**src/design/rv_pkg.sv**
```systemverilog
package rv_pkg;

  localparam int XLEN       = 32;
  localparam int REG_ADDR_W = 5;

  typedef logic [XLEN-1:0]       word_t;
  typedef logic [REG_ADDR_W-1:0] reg_addr_t;

  // Major opcodes and the zero value of an empty slot
  typedef enum logic [6:0] {
    OP_NOP    = 7'b0000000,
    OP_LUI    = 7'b0110111,
    OP_LOAD   = 7'b0000011,
    OP_STORE  = 7'b0100011,
    OP_R_IMM  = 7'b0010011,
    OP_R_TYPE = 7'b0110011
  } opcode_e;

  typedef enum logic [3:0] {
    ALU_ADD,
    ALU_SUB,
    ALU_SLL,
    ALU_SLT,
    ALU_SLTU,
    ALU_XOR,
    ALU_SRL,
    ALU_SRA,
    ALU_OR,
    ALU_AND,
    ALU_PASS  // Passes operand b through for LUI
  } alu_op_e;

  // funct3 of the ALU groups
  localparam logic [2:0] F3_ADD_SUB = 3'b000;
  localparam logic [2:0] F3_SLL     = 3'b001;
  localparam logic [2:0] F3_SLT     = 3'b010;
  localparam logic [2:0] F3_SLTU    = 3'b011;
  localparam logic [2:0] F3_XOR     = 3'b100;
  localparam logic [2:0] F3_SRL_SRA = 3'b101;
  localparam logic [2:0] F3_OR      = 3'b110;
  localparam logic [2:0] F3_AND     = 3'b111;

  // Only the word size is kept for LW and SW
  localparam logic [2:0] F3_WORD = 3'b010;

  // funct7 selects SUB and SRA/SRAI
  localparam logic [6:0] F7_BASE = 7'b0000000;
  localparam logic [6:0] F7_ALT  = 7'b0100000;

endpackage

```
**src/design/rv_ex_if.sv**
```systemverilog
`timescale 1ns/1ps

interface rv_ex_if import rv_pkg::*; ();

  logic      valid;      // Slot holds a real instruction
  logic      reg_write;
  logic      mem_read;
  logic      mem_write;
  logic      use_imm;    // Operand b is imm instead of rs2
  alu_op_e   alu_op;
  reg_addr_t rd;
  reg_addr_t rs1;
  reg_addr_t rs2;
  word_t     rs1_data;
  word_t     rs2_data;
  word_t     imm;

  modport decode (
    output valid, reg_write, mem_read, mem_write, use_imm, alu_op,
    output rd, rs1, rs2, rs1_data, rs2_data, imm
  );

  modport execute (
    input valid, reg_write, mem_read, mem_write, use_imm, alu_op,
    input rd, rs1, rs2, rs1_data, rs2_data, imm
  );

endinterface

```
**src/design/rv_mem_if.sv**
```systemverilog
`timescale 1ns/1ps

interface rv_mem_if import rv_pkg::*; ();

  // Already qualified by the execute slot valid
  logic      reg_write;
  logic      mem_read;
  reg_addr_t rd;
  word_t     alu_result;  // Load address for loads

  modport execute (
    output reg_write, mem_read, rd, alu_result
  );

  modport writeback (
    input reg_write, mem_read, rd, alu_result
  );

endinterface

```
**src/design/reg_file.sv**
```systemverilog
`timescale 1ns/1ps

module reg_file import rv_pkg::*; (
  input  logic      sys_clk,
  input  reg_addr_t rs1_addr,
  input  reg_addr_t rs2_addr,
  output word_t     rs1_rdata,
  output word_t     rs2_rdata,
  input  logic      wb_en,
  input  reg_addr_t wb_rd,
  input  word_t     wb_data
);

  word_t regs [32];

  // Entry 0 is never written
  always_ff @(posedge sys_clk) begin
    if (wb_en && (wb_rd != '0)) begin
      regs[wb_rd] <= wb_data;
    end
  end

  // Same-cycle write is visible to decode
  assign rs1_rdata = (rs1_addr == '0)                  ? '0      :
                     (wb_en && (wb_rd == rs1_addr))    ? wb_data :
                                                         regs[rs1_addr];

  assign rs2_rdata = (rs2_addr == '0)                  ? '0      :
                     (wb_en && (wb_rd == rs2_addr))    ? wb_data :
                                                         regs[rs2_addr];

endmodule

```
**src/design/fetch_decode.sv**
```systemverilog
`timescale 1ns/1ps

module fetch_decode import rv_pkg::*; #(
  parameter word_t RESET_PC = 32'h0
) (
  input  logic      sys_clk,
  input  logic      reset_n,
  output word_t     imem_addr,
  input  word_t     imem_read_data,
  output reg_addr_t rs1_addr,
  output reg_addr_t rs2_addr,
  input  word_t     rs1_rdata,
  input  word_t     rs2_rdata,
  rv_ex_if.decode   ex
);

  logic       fetch_valid;  // imem_read_data carries a fetched word
  logic       replay;       // Decode the held copy this cycle
  logic       stall;
  word_t      held_instr;
  word_t      instr;
  opcode_e    opcode;
  reg_addr_t  rd;
  logic       dec_valid;
  logic       dec_reg_write;
  logic       dec_mem_read;
  logic       dec_mem_write;
  logic       dec_use_imm;
  alu_op_e    dec_alu_op;
  word_t      dec_imm;

  function automatic alu_op_e alu_decode(input logic [2:0] f3, input logic [6:0] f7,
                                         input logic is_imm);
    alu_op_e op;
    op = ALU_ADD;
    case (f3)
      F3_ADD_SUB: op = ((f7 == F7_ALT) && !is_imm) ? ALU_SUB : ALU_ADD;  // No SUBI
      F3_SLL:     op = ALU_SLL;
      F3_SLT:     op = ALU_SLT;
      F3_SLTU:    op = ALU_SLTU;
      F3_XOR:     op = ALU_XOR;
      F3_SRL_SRA: op = (f7 == F7_ALT) ? ALU_SRA : ALU_SRL;
      F3_OR:      op = ALU_OR;
      F3_AND:     op = ALU_AND;
    endcase
    return op;
  endfunction

  assign instr    = replay ? held_instr : imem_read_data;
  assign opcode   = opcode_e'(instr[6:0]);
  assign rs1_addr = instr[19:15];
  assign rs2_addr = instr[24:20];
  assign rd       = instr[11:7];

  always_comb begin
    dec_valid     = fetch_valid;
    dec_reg_write = 1'b0;
    dec_mem_read  = 1'b0;
    dec_mem_write = 1'b0;
    dec_use_imm   = 1'b1;
    dec_alu_op    = ALU_ADD;
    dec_imm       = {{20{instr[31]}}, instr[31:20]};  // I-type by default
    case (opcode)
      OP_LUI: begin
        dec_reg_write = 1'b1;
        dec_alu_op    = ALU_PASS;
        dec_imm       = {instr[31:12], 12'b0};
      end
      OP_LOAD: begin
        dec_valid     = fetch_valid && (instr[14:12] == F3_WORD);
        dec_reg_write = 1'b1;
        dec_mem_read  = 1'b1;
      end
      OP_STORE: begin
        dec_valid     = fetch_valid && (instr[14:12] == F3_WORD);
        dec_mem_write = 1'b1;
        dec_imm       = {{20{instr[31]}}, instr[31:25], instr[11:7]};
      end
      OP_R_IMM: begin
        dec_reg_write = 1'b1;
        dec_alu_op    = alu_decode(instr[14:12], instr[31:25], 1'b1);
      end
      OP_R_TYPE: begin
        dec_reg_write = 1'b1;
        dec_use_imm   = 1'b0;
        dec_alu_op    = alu_decode(instr[14:12], instr[31:25], 1'b0);
      end
      OP_NOP:  dec_valid = 1'b0;  // Empty slot
      default: dec_valid = 1'b0;  // Unknown opcode turns into a bubble
    endcase
  end

  // Load in execute feeds this instruction
  assign stall = dec_valid && ex.valid && ex.mem_read && (ex.rd != '0) &&
                 ((ex.rd == rs1_addr) || (ex.rd == rs2_addr));

  always_ff @(posedge sys_clk) begin
    if (!reset_n) begin
      imem_addr   <= RESET_PC;
      fetch_valid <= 1'b0;
      replay      <= 1'b0;
    end else begin
      fetch_valid <= 1'b1;
      replay      <= stall;
      if (!stall) begin
        imem_addr <= imem_addr + 32'd4;
      end
    end
  end

  always_ff @(posedge sys_clk) begin
    if (stall) begin
      held_instr <= instr;
    end
  end

  // Decode to execute register
  always_ff @(posedge sys_clk) begin
    if (!reset_n) begin
      ex.valid     <= 1'b0;
      ex.reg_write <= 1'b0;
      ex.mem_read  <= 1'b0;
      ex.mem_write <= 1'b0;
    end else begin
      ex.valid     <= dec_valid && !stall;  // Bubble while stalled
      ex.reg_write <= dec_reg_write;
      ex.mem_read  <= dec_mem_read;
      ex.mem_write <= dec_mem_write;
    end
  end

  always_ff @(posedge sys_clk) begin
    ex.use_imm  <= dec_use_imm;
    ex.alu_op   <= dec_alu_op;
    ex.rd       <= rd;
    ex.rs1      <= rs1_addr;
    ex.rs2      <= rs2_addr;
    ex.rs1_data <= rs1_rdata;
    ex.rs2_data <= rs2_rdata;
    ex.imm      <= dec_imm;
  end

endmodule

```
**src/design/execute_stage.sv**
```systemverilog
`timescale 1ns/1ps

module execute_stage import rv_pkg::*; (
  input  logic      sys_clk,
  input  logic      reset_n,
  rv_ex_if.execute  ex,
  rv_mem_if.execute mem,
  input  logic      wb_en,
  input  reg_addr_t wb_rd,
  input  word_t     wb_data,
  output logic      dmem_read_cmd_valid,
  output logic      dmem_write_cmd_valid,
  output word_t     dmem_addr,
  output word_t     dmem_write_data
);

  logic  mem_fwd_ok;
  logic  wb_fwd_ok;
  word_t rs1_val;
  word_t rs2_val;
  word_t op_a;
  word_t op_b;
  word_t alu_result;

  // No load data yet in the memory slot
  assign mem_fwd_ok = mem.reg_write && !mem.mem_read && (mem.rd != '0);
  assign wb_fwd_ok  = wb_en && (wb_rd != '0);

  // Newest producer wins
  always_comb begin
    if (mem_fwd_ok && (mem.rd == ex.rs1)) begin
      rs1_val = mem.alu_result;
    end else if (wb_fwd_ok && (wb_rd == ex.rs1)) begin
      rs1_val = wb_data;
    end else begin
      rs1_val = ex.rs1_data;
    end
  end

  always_comb begin
    if (mem_fwd_ok && (mem.rd == ex.rs2)) begin
      rs2_val = mem.alu_result;
    end else if (wb_fwd_ok && (wb_rd == ex.rs2)) begin
      rs2_val = wb_data;
    end else begin
      rs2_val = ex.rs2_data;
    end
  end

  assign op_a = rs1_val;
  assign op_b = ex.use_imm ? ex.imm : rs2_val;

  always_comb begin
    case (ex.alu_op)
      ALU_ADD:  alu_result = op_a + op_b;  // Also the load/store address
      ALU_SUB:  alu_result = op_a - op_b;
      ALU_SLL:  alu_result = op_a << op_b[4:0];
      ALU_SLT:  alu_result = {{(XLEN-1){1'b0}}, $signed(op_a) < $signed(op_b)};
      ALU_SLTU: alu_result = {{(XLEN-1){1'b0}}, op_a < op_b};
      ALU_XOR:  alu_result = op_a ^ op_b;
      ALU_SRL:  alu_result = op_a >> op_b[4:0];
      ALU_SRA:  alu_result = word_t'($signed(op_a) >>> op_b[4:0]);
      ALU_OR:   alu_result = op_a | op_b;
      ALU_AND:  alu_result = op_a & op_b;
      ALU_PASS: alu_result = op_b;
      default:  alu_result = '0;
    endcase
  end

  // Data memory command in the execute cycle
  assign dmem_read_cmd_valid  = ex.valid && ex.mem_read;
  assign dmem_write_cmd_valid = ex.valid && ex.mem_write;
  assign dmem_addr            = alu_result;
  assign dmem_write_data      = rs2_val;  // Store data after forwarding

  // Execute to memory register
  always_ff @(posedge sys_clk) begin
    if (!reset_n) begin
      mem.reg_write <= 1'b0;
      mem.mem_read  <= 1'b0;
    end else begin
      mem.reg_write <= ex.valid && ex.reg_write;
      mem.mem_read  <= ex.valid && ex.mem_read;
    end
  end

  always_ff @(posedge sys_clk) begin
    mem.rd         <= ex.rd;
    mem.alu_result <= alu_result;
  end

endmodule

```
**src/design/memory_writeback.sv**
```systemverilog
`timescale 1ns/1ps

module memory_writeback import rv_pkg::*; (
  input  logic        sys_clk,
  input  logic        reset_n,
  rv_mem_if.writeback mem,
  input  word_t       dmem_read_data,
  output logic        wb_en,
  output reg_addr_t   wb_rd,
  output word_t       wb_data
);

  logic  wb_is_load;
  word_t load_data;
  word_t alu_result;

  always_ff @(posedge sys_clk) begin
    if (!reset_n) begin
      wb_en      <= 1'b0;
      wb_is_load <= 1'b0;
    end else begin
      wb_en      <= mem.reg_write;
      wb_is_load <= mem.mem_read;
    end
  end

  always_ff @(posedge sys_clk) begin
    wb_rd      <= mem.rd;
    alu_result <= mem.alu_result;
    load_data  <= dmem_read_data;  // Valid one cycle after the read command
  end

  // Write-back bus and second forwarding source
  assign wb_data = wb_is_load ? load_data : alu_result;

endmodule

```
**src/design/riscv_core.sv**
```systemverilog
`timescale 1ns/1ps

module riscv_core import rv_pkg::*; #(
  parameter word_t RESET_PC = 32'h0
) (
  input  logic  sys_clk,
  input  logic  reset_n,
  output word_t imem_addr,
  input  word_t imem_read_data,
  output logic  dmem_read_cmd_valid,
  output logic  dmem_write_cmd_valid,
  output word_t dmem_addr,
  output word_t dmem_write_data,
  input  word_t dmem_read_data
);

  reg_addr_t rs1_addr;
  reg_addr_t rs2_addr;
  word_t     rs1_rdata;
  word_t     rs2_rdata;
  logic      wb_en;
  reg_addr_t wb_rd;
  word_t     wb_data;

  rv_ex_if  ex_slot ();
  rv_mem_if mem_slot ();

  fetch_decode #(
    .RESET_PC (RESET_PC)
  ) i_fetch_decode (
    .sys_clk        (sys_clk),
    .reset_n        (reset_n),
    .imem_addr      (imem_addr),
    .imem_read_data (imem_read_data),
    .rs1_addr       (rs1_addr),
    .rs2_addr       (rs2_addr),
    .rs1_rdata      (rs1_rdata),
    .rs2_rdata      (rs2_rdata),
    .ex             (ex_slot.decode)
  );

  reg_file i_reg_file (
    .sys_clk   (sys_clk),
    .rs1_addr  (rs1_addr),
    .rs2_addr  (rs2_addr),
    .rs1_rdata (rs1_rdata),
    .rs2_rdata (rs2_rdata),
    .wb_en     (wb_en),
    .wb_rd     (wb_rd),
    .wb_data   (wb_data)
  );

  execute_stage i_execute_stage (
    .sys_clk              (sys_clk),
    .reset_n              (reset_n),
    .ex                   (ex_slot.execute),
    .mem                  (mem_slot.execute),
    .wb_en                (wb_en),
    .wb_rd                (wb_rd),
    .wb_data              (wb_data),
    .dmem_read_cmd_valid  (dmem_read_cmd_valid),
    .dmem_write_cmd_valid (dmem_write_cmd_valid),
    .dmem_addr            (dmem_addr),
    .dmem_write_data      (dmem_write_data)
  );

  memory_writeback i_memory_writeback (
    .sys_clk        (sys_clk),
    .reset_n        (reset_n),
    .mem            (mem_slot.writeback),
    .dmem_read_data (dmem_read_data),
    .wb_en          (wb_en),
    .wb_rd          (wb_rd),
    .wb_data        (wb_data)
  );

endmodule

```
**config.mk**
```make
export PLATFORM = sky130hd
export DESIGN_NAME = riscv_core
export DESIGN_NICKNAME = d
export VERILOG_FILES = /design/src/design/rv_pkg.sv /design/src/design/rv_ex_if.sv /design/src/design/rv_mem_if.sv /design/src/design/reg_file.sv /design/src/design/fetch_decode.sv /design/src/design/execute_stage.sv /design/src/design/memory_writeback.sv /design/src/design/riscv_core.sv
export SDC_FILE = /design/constraint.sdc
export NUM_CORES = 2
export LEC_CHECK = 0
export CORE_MARGIN = 1.5
export CORE_UTILIZATION = 40
export CTS_BUF_LIST = sky130_fd_sc_hd__clkbuf_16
export CTS_CLUSTER_SIZE = 8
export DETAILED_ROUTE_END_ITERATION = 12
export DONT_BUFFER_PORTS = 1
export GPL_TIMING_DRIVEN = 0
export PLACE_DENSITY = 0.58
export SLEW_MARGIN = 15
export SYNTH_ARGS = -nofsm -noshare
export SYNTH_HDL_FRONTEND = slang
export SYNTH_SLANG_ARGS = --single-unit
```
**constraint.sdc**
```tcl
create_clock -name sys_clk -period 7.19 [get_ports sys_clk]
set_clock_uncertainty 0.05 [all_clocks]
set_input_delay 0.719 -clock sys_clk [delete_from_list [all_inputs] [get_ports sys_clk]]
set_output_delay 0.719 -clock sys_clk [all_outputs]
set_load 0.005 [all_outputs]
```
* After elaboration in Yosys (flattened, before gate mapping)
Memory sizes are Yosys's and may differ from the RTL's. A register that Yosys moved wholly into a read port is not among the register bits.
Cells that the tools add are included.
** Word-level totals
- Register bits after elaboration :: 232
- Input port bits :: 66
- Memories kept :: 1
- Bits in writable memories :: 1024
- Logic and storage cells :: 115
** Cells by class
- Add/sub/neg operators :: 3
- Bitwise logic cells :: 3
- Shifts and indexed selects :: 3
- Equality and inequality tests :: 29
- Mux-type cells :: 22
- Order comparisons :: 2
- Reductions and logical operators :: 29
** Memory list
- i_reg_file.regs :: words 32, bits a word 32, read ports 2, clocked after Yosys merged registers in 2, wr ports 1, line reg_file.sv:14 : word_t regs [32];
** Operator list (count)
- $pmux 32 s11 :: 1
- $mux 32 :: 7
- $lt 32x32->1 :: 2
- $pmux 4 s8 :: 2
- $pmux 31 s2 :: 1
- $add 32x3->32 const B :: 1
- $add 32x32->32 :: 1
- $and 32x32->32 :: 1
- $or 32x32->32 :: 1
- $shl 32x5->32 :: 1
- $shr 32x5->32 :: 1
- $sshr 32x5->32 :: 1
- $sub 32x32->32 :: 1
- $xor 32x32->32 :: 1
- $eq 5x5->1 :: 6
- $eq 7x6->1 const B :: 4
- $eq 4x3->1 const B :: 4
- $logic_and 1x1->1 :: 16
- $reduce_bool 5->1 :: 3
- $eq 3x3->1 const B :: 4
- $eq 4x4->1 const B :: 3
- $pmux 4 s3 :: 1
- $logic_not 5->1 :: 2
- $mux 1 :: 9
- other kinds (14) :: 17

* Depth between registers and ports, before layout
- Depth in word-level cells :: 10
- Mapped depth :: 24
- Mapped depth without buffers :: 20

* By module
A second synthesis with hierarchy kept.
** Second synthesis, totals
- Cells, all modules :: 4827
- Area total of the unflattened synthesis :: 67803.8 um2
** Modules (own cells, without submodules)
- reg_file :: seq. area each 30749.5 um2, area an instance 47869.7 um2, times used 1, cells an instance 2520
- execute_stage :: seq. area each 780.7 um2, area an instance 11966.5 um2, times used 1, cells an instance 1698
- fetch_decode :: seq. area each 4003.8 um2, area an instance 5989.5 um2, times used 1, cells an instance 500
- memory_writeback :: seq. area each 1421.4 um2, area an instance 1978.1 um2, times used 1, cells an instance 109

* Worst setup path before layout
Ideal clock, no wire load.
- Kind :: register to output
- From :: register i_memory_writeback.wb_is_load
- To :: output port dmem_addr[19]
- Slack :: 0.949 ns
- Stages on the path, launching flop included :: 20
- Arrival :: 5.472 ns
- Path buffers :: 5
- Cells stage by stage :: dfxtp_1 > clkbuf_1 > buf_1 > mux2_2 > nor4_1 > o31ai_1 > o21ai_0 > clkbuf_1 > clkbuf_1 > ha_1 > clkbuf_1 > o211ai_1 > a21oi_1 > or4_1 > a311oi_1 > nor3_1 > or3b_1 > a221o_1 > a221o_1 > a211o_1
** On the way
- Longest elaborated chain between the ends :: 6
- Elaborated cells on any way between the ends :: 15
- Those cells by class :: 2 x add/sub; 3 x shift; 7 x mux; 3 x bitwise
** RTL lines
- start: declaration :: line memory_writeback.sv:13 : logic wb_is_load;
- start signal: assignment :: line memory_writeback.sv:23 : wb_is_load <= mem.mem_read;
- $mux 32 (*) :: line memory_writeback.sv:34 : assign wb_data = wb_is_load ? load_data : alu_result;
- named net i_execute_stage.wb_data[4] :: line execute_stage.sv:10 : input word_t wb_data,
- $mux 32 (*) :: line execute_stage.sv:43 : end else if (wb_fwd_ok && (wb_rd == ex.rs2)) begin
- $mux 32 (*) :: line execute_stage.sv:41 : if (mem_fwd_ok && (mem.rd == ex.rs2)) begin
- named net dmem_write_data[4] :: line riscv_core.sv:13 : output word_t dmem_write_data,
- $mux 32 (*) :: line execute_stage.sv:51 : assign op_b = ex.use_imm ? ex.imm : rs2_val;
- $sub 32x32->32 (tied with other cells) :: line execute_stage.sv:56 : ALU_SUB: alu_result = op_a - op_b;
- $pmux 32 s11 (*) :: line execute_stage.sv:54 : case (ex.alu_op)
- end: declaration :: line riscv_core.sv:12 : output word_t dmem_addr,
Mark *: on every way through the listed nets, which the timed path passes. The rest lies on a longest branch.

* Final worst setup path
- From :: register i_memory_writeback.wb_is_load
- To :: output port dmem_addr[31]
** On the way
- Longest elaborated chain between the ends :: 6
- Elaborated cells on any way between the ends :: 15
- Those cells by class :: 2 x add/sub; 3 x shift; 7 x mux; 3 x bitwise
** RTL lines (line)
- $mux 32 (*) :: memory_writeback.sv:34
- named net i_execute_stage.wb_data[27] :: execute_stage.sv:10
- $mux 32 (*) :: execute_stage.sv:43
- $mux 32 (*) :: execute_stage.sv:41
- named net dmem_write_data[27] :: riscv_core.sv:13
- $mux 32 (*) :: execute_stage.sv:51
- $sub 32x32->32 / $add 32x32->32 (equally long branches) :: execute_stage.sv:56, execute_stage.sv:55
- $pmux 32 s11 (*) :: execute_stage.sv:54
Marks and branches as above.

==> impl_metrics.tcl <==
set metrics [dict create \
    outcome "finished with violations" \
    violations "antenna violations, max-capacitance violations, max-slew violations, negative setup slack" \
    finalSetupViolCount 2 \
    htree_levels 4 \
    yosysUniqueCellTypes 89 \
    dp_hpwl_um 287000 \
    antenna_found_initial 25 \
    cts_buffers 185 \
    yosysTopAreaCellShare 0.4526 \
    crit_path_top_delay_cell "mux2_2" \
    period_share 1.004 \
    stdcell_count 10432 \
    vias 68908 \
    layout.nets 8186 \
    core_region_area_um2 174000 \
    final_layout_size_suffix_gt1_frac 0.09916 \
    grt_pass1_wl_um 518500 \
    cts.sinks 1318 \
    ir_drop_uv 266.3 \
    crit_chain "buf_12 -> mux2_2 -> mux2i_1 -> o21ai_0 -> mux2i_1 -> inv_1 -> ha_1 -> buf_2 -> nor2_1 -> nor2_1 -> nor2_1 -> nor3_1 -> o21ai_2 -> a221oi_2 -> xor2_1 -> a221oi_2 -> nand2_2" \
    crit_path_start_kind "flip-flop" \
    die_area_um2 177700 \
    cp-end-kind "primary output" \
    critPathKind "reg -> out" \
    postRouteAntennaNets 1 \
    synth_area_leaders "edfxtp_1 45%, nand2_1 12%, nand3_1 7.5%" \
    die-width_um 421.5 \
    crit_fanout 36 \
    grt_overflow_total 0 \
    finalWorstSetupSlack_ps -27.02 \
    dp_cells 10048 \
    critical_path.endpoint "dmem_addr[31]" \
    period_needed_ps 7217 \
    worstPathArrival_ps 6450 \
    startpoint "i_memory_writeback.wb_is_load" \
    insertion_delay_ps 890 \
    placementRows 153 \
    hp-start "imem_read_data[6]" \
    cap_violations 1 \
    die_h_um 421.5 \
    grt_pass1_vias 62414 \
    critPathBufInv 3 \
    reg2reg_to "i_fetch_decode.ex.rs2_data[23]" \
    ys_warn_count 0 \
    synth_edf_count 1056 \
    rsz0062_at_grt "true" \
    r2r-start "i_fetch_decode.replay" \
    yosysMostFrequentCell "nand2_1" \
    synthArstFlopShare 0 \
    total_power_mw 22.27 \
    seq_area_frac_synth 0.5275 \
    ios 164 \
    gp_congestion 1.062 \
    reg2reg_depth 13 \
    drc 0 \
    slew_headroom -0.007344 \
    synth_flop_cell "edfxtp_1" \
    wl_per_cell_um 36.89 \
    ys_top_cells_by_count "2229 x nand2_1, 1056 x edfxtp_1, 1056 x nand3_1" \
    vias_per_cell 6.605 \
    critical-path-top-delay-family "multiplexers" \
    p_leak_nw 30.13 \
    clockBufferDepth 3 \
    grt_max_degree 37 \
    drt_iter0_markers 12496 \
    hp-class "in -> reg" \
    hold_violations 0 \
    start_util 0.4026 \
    ys_ff_latch 1318 \
    synth_cells 7636 \
    yosys.area.top_type "edfxtp_1" \
    power_per_cell_area_nw_per_um2 269.2 \
    routed_wl_um 384800 \
    cp.depth 17 \
    critPathMostFrequentCell "nor2_1" \
    area_growth_pct 18.06 \
    fmax_ghz 0.1386 \
    post-place-ws_ps -2967 \
    avgSynthCellArea_um2 9.175 \
    clkTransAtPathRegs_ps 50 \
    slew_violations 2 \
    grt.total_usage 0.4188 \
    synth_area_um2 70060 \
    dr.pass1.iters 7 \
    cp.required_ps 6420 \
    r2r_setup_slack_ps 370 \
    cts-root-buf "clkbuf_16" \
    max_stage_delay_ps 1010 \
    cts_tree "yes" \
    port_buffers 0 \
    tightest_slew_ps 1501 \
]
[sequential cells by signal, summed over array words and instances (netlist names), 4 cells and up]
signal and flops:
i_execute_stage.mem.alu_result 32, i_memory_writeback.load_data 32, i_fetch_decode.ex.rs2 5, i_reg_file.regs 1024
i_fetch_decode.held_instr 32, i_fetch_decode.ex.rs2_data 32, i_fetch_decode.ex.rs1_data 32, i_memory_writeback.alu_result 32
i_fetch_decode.ex.rd 5, i_execute_stage.mem.rd 5, i_fetch_decode.ex.rs1 5, i_fetch_decode.ex.alu_op 4
i_fetch_decode.ex.imm 32, i_memory_writeback.wb_rd 5, i_fetch_decode.imem_addr 30
[report_power, final]
part,leakage (nW),internal [mW],switching [mW],total (mW)
clock network,2.72,4.62,3.51,8.13
logic,15.7,1.12,3.82,4.94
registers,11.7,8.99,0.211,9.20
[how the worst min path moves through the flow]
stage                                                    to  slack (ps)  cells past startpoint
after floorplan            i_memory_writeback.alu_result[4]         300                      0
after global placement    i_memory_writeback.alu_result[22]         320                      0
after detailed placement  i_memory_writeback.alu_result[24]         310                      0
after CTS                      i_fetch_decode.held_instr[3]           4                      1
after global routing           i_fetch_decode.held_instr[3]          40                      1
final                          i_fetch_decode.held_instr[6]          40                      1
[metal layers]
| metal | track usage | vias up | share of wire |
|---|---|---|---|
| met2 | 0.5644 | 5724 | 0.39 |
| met1 | 0.5742 | 33893 | 0.39 |
| met3 | 0.1479 | 1004 | 0.15 |
| met5 | 0.0002688 | - | 0.00014 |
| li1 | - | 28279 | - |
| met4 | 0.2446 | 8 | 0.069 |
[cell usage in the layout (no fill, tap or decap), types with 31 or more instances in the layout]
cell,count
nand4_1,31
dfxtp_1,254
and2_1,42
nor3_1,72
nand2_1,2224
dlygate4sd3_1,41
o21ai_0,74
nor2_1,263
a211oi_1,71
mux2_2,45
clkbuf_16,193
and3_1,143
inv_1,155
o221ai_1,32
a31oi_1,76
conb_1,34
xnor2_1,60
ha_1,81
nand3_1,1053
mux2i_1,120
buf_4,84
buf_1,37
edfxtp_1,1056
nor2_4,34
a21oi_1,274
buf_12,41
clkbuf_1,462
a311oi_1,303
[timing repair]
item | in CTS | in global routing
hold buffers | 41 | 0
gates resized for setup | 347 | 82
setup endpoints to repair | 60 | 21
setup buffers | 63 | 18
cloned | 2 | 0
pin swaps | 56 | 44
hold endpoints to repair | 41 | 0
[stage by stage]
stage / utilization / hold slack [ps] / instance area [um2] / setup TNS (ps)
2_1_floorplan: - / 300.3 / 70180 / 0
3_3_place_gp: 0.4200 / 317.4 / 73090 / -134340
3_5_place_dp: 0.4289 / 314.2 / 74640 / -91950
4_1_cts: 0.4725 / 4.300 / 82210 / -30.34
5_1_grt: 0.4751 / 35.42 / 82680 / -250.3
6_report: 0.4753 / 41.19 / 82710 / -49.51
[area by class of cell]
class                           instances  area (um2)
Antenna cell                           19       47.55
Buffer                                598        2798
Tap cell                             2325        2909
Inverter                              125       506.7
Sequential cell                      1318       36970
Multi-Input combinational cell       5610       32250
Clock inverter                         73       483.0
Timing Repair Buffer                  177        2068
Fill cell                           16257       91300
Clock buffer                          187        4679
[kinds of logic after synthesis]
group	count (synthesis)	share of synthesized area
and+or+nand+nor	3975	0.2450
adders and majority gates	105	0.01897
AOI/OAI and AO/OA	1185	0.1211
xor gates and xnor gates	79	0.009876
buffers and inverters	742	0.04136
other	1	0.00005353
muxes	231	0.03613
DFF	1318	0.5275
[worst reg2reg max path, stage by stage, from the launching register on]
cell,delay [ps]
dfxtp_1,300
buf_2,360
buf_4,350
mux2i_1,890
clkbuf_1,670
clkbuf_1,870
clkbuf_1,1040
clkbuf_1,700
nand2_1,130
nand3_1,150
nand3_1,120
a31oi_1,450
a211oi_1,300
a211oi_1,330
Note: power is estimated with default switching activity, not from simulation.
